[src/afi_pkg.sv]
package afi_pkg;

	// ****************************************
	// Memory-side geometry
	// ****************************************

	// Number of DQ pins on the memory interface
	localparam int MEM_DQ_WIDTH = 8;

	// Number of read DQS groups, each strobing its own set of DQ pins
	localparam int READ_DQS_WIDTH = 2;

	// DQ pins strobed by one DQS group
	localparam int DQ_GROUP_WIDTH = MEM_DQ_WIDTH / READ_DQS_WIDTH;

	// ****************************************
	// AFI-side geometry
	// ****************************************

	// Full rate interface with double data rate gives two beats per AFI cycle
	localparam int TIMESLOTS = 2;

	// Read data returned to the controller in one AFI cycle
	localparam int AFI_DATA_WIDTH = MEM_DQ_WIDTH * TIMESLOTS;

	// One group's data over all time slots of one AFI cycle
	localparam int GROUP_DATA_WIDTH = DQ_GROUP_WIDTH * TIMESLOTS;

	// ****************************************
	// Data vector types
	// ****************************************

	// Full read data word, either group major or time-slot major depending on the bus
	typedef logic [AFI_DATA_WIDTH-1:0] afi_data_t;

	// Data of a single DQS group
	// Slot t occupies bits t*DQ_GROUP_WIDTH upwards
	typedef logic [GROUP_DATA_WIDTH-1:0] group_data_t;

	// One flag per DQS group
	typedef logic [READ_DQS_WIDTH-1:0] dqs_mask_t;

endpackage

[src/read_path_pkg.sv]
package read_path_pkg;

	// ****************************************
	// Read latency selection
	// ****************************************

	// Length of the enable shifter and therefore the largest selectable latency
	localparam int MAX_READ_LATENCY = 16;

	// Width of the latency setting written by the sequencer
	localparam int LATENCY_COUNT_WIDTH = $clog2(MAX_READ_LATENCY);

	// Latency setting in AFI cycles
	typedef logic [LATENCY_COUNT_WIDTH-1:0] latency_count_t;

	// ****************************************
	// Read data FIFO
	// ****************************************

	// Entries held by every per-group FIFO
	localparam int READ_FIFO_DEPTH = 8;

	// Width of the read and write pointers
	localparam int READ_FIFO_ADDR_WIDTH = $clog2(READ_FIFO_DEPTH);

	// Pointer into a group FIFO
	typedef logic [READ_FIFO_ADDR_WIDTH-1:0] fifo_addr_t;

	// ****************************************
	// On-chip termination timing
	// ****************************************

	// Memory read latency in memory clock cycles
	localparam int MEM_T_RL = 6;

	// First and last cycle, counted from the enable, in which termination must stay on
	// Both scale with the memory read latency
	localparam int OCT_ON_DELAY = (MEM_T_RL > 4) ? ((MEM_T_RL - 4) / 2) : 0;
	localparam int OCT_OFF_DELAY = (MEM_T_RL + 6) / 2;

endpackage

[src/read_latency_selector.sv]
`timescale 1ns/10ps

module read_latency_selector (
	input  logic                         pll_afi_clk,
	input  logic                         reset_n_afi_clk,
	input  logic                         afi_rdata_en_i,
	input  read_path_pkg::latency_count_t latency_i,
	output logic                         read_valid_o
);

	// History of past enables
	// Bit i holds the enable seen i+1 cycles before the current one
	logic [read_path_pkg::MAX_READ_LATENCY-1:0] latency_shifter;

	// Shifter tap that matches the requested latency
	read_path_pkg::latency_count_t tap_sel;

	// ****************************************
	// Enable history
	// ****************************************

	// Every enable bit travels on its own so several reads can be in flight at once
	always_ff @(posedge pll_afi_clk or negedge reset_n_afi_clk)
	begin
		if (!reset_n_afi_clk)
		begin
			latency_shifter <= '0;
		end
		else
		begin
			latency_shifter <=
				{latency_shifter[read_path_pkg::MAX_READ_LATENCY-2:0], afi_rdata_en_i};
		end
	end

	// ****************************************
	// Tap selection
	// ****************************************

	// The output register adds one cycle and the shifter input adds one more
	// So latency N reads tap N-1 to give valid N+1 cycles after the enable
	assign tap_sel = latency_i - read_path_pkg::latency_count_t'(1);

	// The tap is picked every cycle, so a new latency takes effect without a reset
	// Enables already in the shifter then come out at the new delay
	always_ff @(posedge pll_afi_clk or negedge reset_n_afi_clk)
	begin
		if (!reset_n_afi_clk)
		begin
			read_valid_o <= 1'b0;
		end
		else
		begin
			read_valid_o <= latency_shifter[tap_sel];
		end
	end

endmodule

[src/read_group_fifo.sv]
`timescale 1ns/10ps

module read_group_fifo (
	input  logic                 pll_afi_clk,
	input  logic                 reset_n_afi_clk,
	input  logic                 fifo_reset_i,
	input  afi_pkg::group_data_t wr_data_i,
	input  logic                 wr_en_i,
	input  logic                 rd_en_i,
	output afi_pkg::group_data_t rd_data_o
);

	// Storage of captured words for one DQS group
	afi_pkg::group_data_t fifo_mem [read_path_pkg::READ_FIFO_DEPTH];

	// Next free entry and oldest unread entry
	read_path_pkg::fifo_addr_t wr_ptr;
	read_path_pkg::fifo_addr_t rd_ptr;

	// Advances a pointer by one entry and wraps after the last one
	function automatic read_path_pkg::fifo_addr_t ptr_inc(input read_path_pkg::fifo_addr_t ptr);
		if (ptr == read_path_pkg::fifo_addr_t'(read_path_pkg::READ_FIFO_DEPTH - 1))
		begin
			return '0;
		end
		return ptr + read_path_pkg::fifo_addr_t'(1);
	endfunction

	// ****************************************
	// Write side
	// ****************************************

	// A word is stored on every edge with the capture strobe high
	// Writing past a full FIFO simply overwrites the oldest entry
	always_ff @(posedge pll_afi_clk)
	begin
		if (wr_en_i)
		begin
			fifo_mem[wr_ptr] <= wr_data_i;
		end
	end

	// The sequencer clear wins over a write in the same cycle
	always_ff @(posedge pll_afi_clk or negedge reset_n_afi_clk)
	begin
		if (!reset_n_afi_clk)
		begin
			wr_ptr <= '0;
		end
		else if (fifo_reset_i)
		begin
			wr_ptr <= '0;
		end
		else if (wr_en_i)
		begin
			wr_ptr <= ptr_inc(wr_ptr);
		end
	end

	// ****************************************
	// Read side
	// ****************************************

	// The oldest entry is always presented, so the data is there in the pop cycle
	assign rd_data_o = fifo_mem[rd_ptr];

	// The pointer moves on the edge that ends the pop cycle
	// Popping an empty FIFO is not blocked and returns whatever sits at the pointer
	always_ff @(posedge pll_afi_clk or negedge reset_n_afi_clk)
	begin
		if (!reset_n_afi_clk)
		begin
			rd_ptr <= '0;
		end
		else if (fifo_reset_i)
		begin
			rd_ptr <= '0;
		end
		else if (rd_en_i)
		begin
			rd_ptr <= ptr_inc(rd_ptr);
		end
	end

endmodule

[src/oct_control.sv]
`timescale 1ns/10ps

module oct_control (
	input  logic               pll_afi_clk,
	input  logic               reset_n_afi_clk,
	input  logic               afi_rdata_en_i,
	output afi_pkg::dqs_mask_t force_oct_off_o
);

	// Delayed copies of the read enable
	// Bit i holds the enable from i+1 cycles ago
	logic [read_path_pkg::OCT_OFF_DELAY-1:0] rdata_en_r;

	// Current enable followed by its delayed copies
	// Bit j holds the enable from j cycles ago
	logic [read_path_pkg::OCT_OFF_DELAY:0] rdata_en_window;

	// High while any enable falls inside the termination window
	logic oct_window;

	// ****************************************
	// Enable delay line
	// ****************************************

	always_ff @(posedge pll_afi_clk or negedge reset_n_afi_clk)
	begin
		if (!reset_n_afi_clk)
		begin
			rdata_en_r <= '0;
		end
		else
		begin
			rdata_en_r <= {rdata_en_r[read_path_pkg::OCT_OFF_DELAY-2:0], afi_rdata_en_i};
		end
	end

	assign rdata_en_window = {rdata_en_r, afi_rdata_en_i};

	// Back to back enables give overlapping windows that merge into one
	assign oct_window =
		|rdata_en_window[read_path_pkg::OCT_OFF_DELAY:read_path_pkg::OCT_ON_DELAY];

	// ****************************************
	// Termination output
	// ****************************************

	// The register adds one cycle, so the window ends up OCT_ON_DELAY+1 to
	// OCT_OFF_DELAY+1 cycles after each enable
	// Out of reset the output starts low and goes high on the first idle edge
	always_ff @(posedge pll_afi_clk or negedge reset_n_afi_clk)
	begin
		if (!reset_n_afi_clk)
		begin
			force_oct_off_o <= '0;
		end
		else
		begin
			force_oct_off_o <= {afi_pkg::READ_DQS_WIDTH{~oct_window}};
		end
	end

endmodule

[src/read_datapath.sv]
`timescale 1ns/10ps

module read_datapath (
	input  logic                         pll_afi_clk,
	input  logic                         reset_n_afi_clk,
	input  logic                         afi_rdata_en_i,
	input  read_path_pkg::latency_count_t seq_read_latency_counter_i,
	input  afi_pkg::dqs_mask_t           seq_read_fifo_reset_i,
	input  afi_pkg::afi_data_t           ddio_phy_dq_i,
	input  logic                         ddio_valid_i,
	output afi_pkg::afi_data_t           afi_rdata_o,
	output logic                         afi_rdata_valid_o,
	output afi_pkg::afi_data_t           phy_mux_read_fifo_q_o,
	output afi_pkg::dqs_mask_t           force_oct_off_o
);

	// Read valid from the latency selector, also used as the pop of every group FIFO
	logic read_valid;

	// Per-group slices of the captured word and of the FIFO outputs
	afi_pkg::group_data_t group_wr_data [afi_pkg::READ_DQS_WIDTH];
	afi_pkg::group_data_t group_rd_data [afi_pkg::READ_DQS_WIDTH];

	// ****************************************
	// Read latency selection
	// ****************************************

	// The sequencer tunes the latency until valid lines up with the returned data
	read_latency_selector u_read_latency_selector (
		.pll_afi_clk     (pll_afi_clk),
		.reset_n_afi_clk (reset_n_afi_clk),
		.afi_rdata_en_i  (afi_rdata_en_i),
		.latency_i       (seq_read_latency_counter_i),
		.read_valid_o    (read_valid)
	);

	// All groups are popped together so valid is common to the whole bus
	assign afi_rdata_valid_o = read_valid;

	// ****************************************
	// Per-group read FIFOs and data mapping
	// ****************************************

	// The captured bus is group major
	// Group g holds slot t at offset g*GROUP_DATA_WIDTH + t*DQ_GROUP_WIDTH
	for (genvar g = 0; g < afi_pkg::READ_DQS_WIDTH; g++)
	begin : g_group
		assign group_wr_data[g] =
			ddio_phy_dq_i[g*afi_pkg::GROUP_DATA_WIDTH +: afi_pkg::GROUP_DATA_WIDTH];

		// Each group owns its pointers so the sequencer can calibrate it alone
		read_group_fifo u_read_group_fifo (
			.pll_afi_clk     (pll_afi_clk),
			.reset_n_afi_clk (reset_n_afi_clk),
			.fifo_reset_i    (seq_read_fifo_reset_i[g]),
			.wr_data_i       (group_wr_data[g]),
			.wr_en_i         (ddio_valid_i),
			.rd_en_i         (read_valid),
			.rd_data_o       (group_rd_data[g])
		);

		// The sequencer bus keeps the group major order of the capture side
		assign phy_mux_read_fifo_q_o[g*afi_pkg::GROUP_DATA_WIDTH +: afi_pkg::GROUP_DATA_WIDTH] =
			group_rd_data[g];

		// The AFI bus is time-slot major
		// Slot t of group g lands at offset t*MEM_DQ_WIDTH + g*DQ_GROUP_WIDTH
		for (genvar t = 0; t < afi_pkg::TIMESLOTS; t++)
		begin : g_slot
			assign afi_rdata_o[t*afi_pkg::MEM_DQ_WIDTH + g*afi_pkg::DQ_GROUP_WIDTH +:
				afi_pkg::DQ_GROUP_WIDTH] =
				group_rd_data[g][t*afi_pkg::DQ_GROUP_WIDTH +: afi_pkg::DQ_GROUP_WIDTH];
		end
	end

	// ****************************************
	// On-chip termination control
	// ****************************************

	// Termination is forced off only outside the window around each read burst
	oct_control u_oct_control (
		.pll_afi_clk     (pll_afi_clk),
		.reset_n_afi_clk (reset_n_afi_clk),
		.afi_rdata_en_i  (afi_rdata_en_i),
		.force_oct_off_o (force_oct_off_o)
	);

endmodule

[config.mk]
export PLATFORM = sky130hd
export DESIGN_NAME = read_datapath
export DESIGN_NICKNAME = d
export VERILOG_FILES = /design/src/afi_pkg.sv /design/src/read_path_pkg.sv /design/src/read_latency_selector.sv /design/src/read_group_fifo.sv /design/src/oct_control.sv /design/src/read_datapath.sv
export SDC_FILE = /design/constraint.sdc
export NUM_CORES = 1
export LEC_CHECK = 0
export ABC_CLOCK_PERIOD_IN_PS = 3150
export BUFFER_PORTS_ARGS = -buffer_cell sky130_fd_sc_hd__buf_2
export CORE_MARGIN = 2
export CORE_UTILIZATION = 31
export CTS_BUF_LIST = sky130_fd_sc_hd__clkbuf_8 sky130_fd_sc_hd__clkbuf_16
export DETAILED_ROUTE_END_ITERATION = 6
export PLACE_DENSITY_LB_ADDON = 0.25
export SLEW_MARGIN = 25
export SYNTH_ARGS = -nofsm -noshare
export SYNTH_HDL_FRONTEND = slang
export SYNTH_SLANG_ARGS = --single-unit
[constraint.sdc]
create_clock -name pll_afi_clk -period 3.15 [get_ports pll_afi_clk]
set_input_delay 0.1575 -clock pll_afi_clk [delete_from_list [all_inputs] [get_ports pll_afi_clk]]
set_output_delay 0.1575 -clock pll_afi_clk [all_outputs]
set_load 0.02 [all_outputs]
==> flow_summary.toml <==
[cells_and_area]
final_cell_mix = "128 x edfxtp_1, 60 x buf_2, 37 x mux4_2"
area_delta_synth_final_pct = 19.7
design_area_sq_mm = 0.00750
diodes = 0
drive_gt1_frac = 0.385
nNetsFinal = 417
layout_commonest_cell = "edfxtp_1"

[floorplan]
io_pins = 61
initial_core_util = 0.313
std_cell_rows = 52
die_x_um = 146
dieArea_sq_mm = 0.0214
fp.dieH_um = 146
core_sq_mm = 0.0200

[placed_design]
placed_area_sq_mm = 0.00675
port_buffers = 60
gp_congestion = 0.686
hpwl_um = 6760

[worst_setup_path]
critPathKind = "flop to output pin"
critPathMaxFanout = 18
startpoint_type = "flop"
cp_data_arrival_time_ns = 2.17
cp.required_ns = 2.99
setup.worst_path.end_class = "output pin"

[cts]
cts-buffers-inserted = 17
clockBufferDepth = 2
cts.sinks = 158
clk_pin_slew_worst_paths_ns = 0.06
clk_latency_ns = 0.42
cts_resized = 0
clockRootBuffer = "clkbuf_16"
cts_htree_levels = 4
cts_tree = "done"

[run]
maxCapViolCount = 0

[sta]
hold_violations = 0
skew_ns = 0.00914
min_period_ns = 2.33
setup_viol = 0
holdWs_ns = 0.0161
drv_slew = 0
clock.fmax_mhz = 430
max_slew_margin = 0.324
rsz0062_at_grt = "no"
fin_crit_sh = 0.739
worst_slew_pin_slew_ns = 1.01
tns_ns = 0

[global_routing]
grt_max_degree = 31
grt_usage = 0.112
grt_overflow = 0
grt_pass1_vias = 3117
grt_antenna_before_repair = 0
grt_pass1_wl_um = 17800

[routing]
drtAntennaViolNets = 0
drtIter0Drc = 247
wl_per_cell_um = 16.5
vias = 2960
drc = 0
drt_pass1_iterations = 4
wirelength_um = 11000
vias_per_cell = 4.45

[power]
switching_power_mw = 1.32
ir_drop_v = 0.000365
p_int_mw = 3.78
netSwitchingFraction = 0.259
leakage_nw = 2.66
p_total_mw = 5.10
clkPwrFrac = 0.397
powerDensity_mw_per_mm2 = 679
p_comb_frac = 0.134
seqPwrFrac = 0.469

[synth]
avgSynthCellArea_sq_um = 20.0
syn_area_sq_mm = 0.00627
syn_inst = 314
synth_top_area_share = 0.613
synth_top_area_cell = "edfxtp_1"
yosysWarnings = 0
post_synth_main_area_contributors = "edfxtp_1 61%, mux4_2 13%, dfrtp_1 12%"
ys_ff_latch = 158
ys_seq_area_frac = 0.733
syn_nets = 349
synth_cell_types = 20

[run_status]
run_status = "complete, no violations"

[worst_hold_path]
hp-class = "primary input to flop"
flip-flops by register name, indices dropped and copies added (netlist names):
| signal | flops |
|---|---|
| g_group.u_read_group_fifo.fifo_mem | 128 |
| u_read_latency_selector.latency_shifter | 15 |
| g_group.u_read_group_fifo.rd_ptr | 6 |
| g_group.u_read_group_fifo.wr_ptr | 6 |
| u_oct_control.force_oct_off_o | 1 |
| u_oct_control.rdata_en_r | 1 |
| u_read_latency_selector.read_valid_o | 1 |
layer usage:
layer | part of all wire | wire length (um) | vias to the layer above | GRT usage
met5 | 0 | 0 | - | 0
met2 | 0.48 | 5290 | 55 | 0.170
li1 | - | - | 1365 | -
met1 | 0.47 | 5140 | 1529 | 0.153
met4 | 0.015 | 160 | 0 | 0.0451
met3 | 0.036 | 395 | 11 | 0.0334
path summary, 6_finish.rpt:
path	startpoint	slack, ns	endpoint	cells past startpoint
setup / recovery	g_group[1].u_read_group_fifo.rd_ptr[1]$_DFFE_PN0P_	0.82	phy_mux_read_fifo_q_o[15]	3
hold / removal	ddio_phy_dq_i[1]	0.02	g_group[0].u_read_group_fifo.fifo_mem[4][1]$_DFFE_PP_	1
setup reg to reg	g_group[1].u_read_group_fifo.wr_ptr[0]$_DFFE_PN0P_	1.33	g_group[1].u_read_group_fifo.fifo_mem[4][1]$_DFFE_PP_	2
hold reg to reg	u_read_latency_selector.latency_shifter[14]$_DFF_PN0_	0.38	u_read_latency_selector.latency_shifter[15]$_DFF_PN0_	0
max in group asynchronous	reset_n_afi_clk	2.41	g_group[0].u_read_group_fifo.rd_ptr[1]$_DFFE_PN0P_	2
min in group asynchronous	reset_n_afi_clk	0.30	u_read_latency_selector.latency_shifter[4]$_DFF_PN0_	2
kinds of logic (layout without fill, tap and decap cells):
logic type                 after synthesis  after routing  synth area share
DFF                                    158            158             0.733
adders and majority gates                9              9            0.0180
muxes                                   61             61             0.174
AOI/OAI and AO/OA                        4              4           0.00319
and+or+nand+nor                         47             47            0.0355
buffers and inverters                   33            114            0.0329
xor gates and xnor gates                 2              2           0.00280
Yosys cell counts:
master	n
buf_4	21
ha_1	9
clkbuf_1	5
nand3b_1	2
mux2i_1	8
dfrtp_1	30
xor2_1	2
nand2_1	4
nor3_1	6
inv_1	3
buf_1	1
buf_2	3
edfxtp_1	128
nor3b_1	2
nand2b_1	8
mux4_2	37
mux2_2	16
a21oi_1	4
or4_1	1
nor2_1	24
critical path: stages (launching register included):
cell	delay [ns]
dfrtp_1	0.89
mux4_2	0.40
mux2_2	0.30
buf_2	0.16
per-stage QoR:
| step | util | cells | setup slack [ns] |
|---|---|---|---|
| after floorplan | - | 314 | 1.25 |
| after global placement | 0.337 | 617 | 1.20 |
| after CTS | 0.374 | 665 | 0.759 |
| final | 0.374 | 665 | 0.822 |
| after global routing | 0.374 | 665 | 0.685 |
| after detailed placement | 0.337 | 617 | 1.21 |
area by class of cell:
type	instances	area (sq um)
clock inverters	15	168
repair buffers	79	483
inverters	3	11.3
multi-input cells	123	1480
clock buffers	17	425
flip-flops and latches	158	4590
fillers	1884	12500
well taps	270	338
power groups by stage:
stage	logic [mW]	clock network [mW]	registers [mW]
2_1_floorplan	0.586	0	2.39
3_3_place_gp	0.676	0	2.43
3_5_place_dp	0.684	0	2.44
4_1_cts	0.701	2.07	2.39
5_1_grt	0.748	2.16	2.40
6_report	0.682	2.02	2.39
repair_timing:
action,4_1_cts,5_1_grt
hold buffers,16,0
endpoints found under the hold margin,122,0
setup buffers,0,0
(Power assumes the default switching activity.)
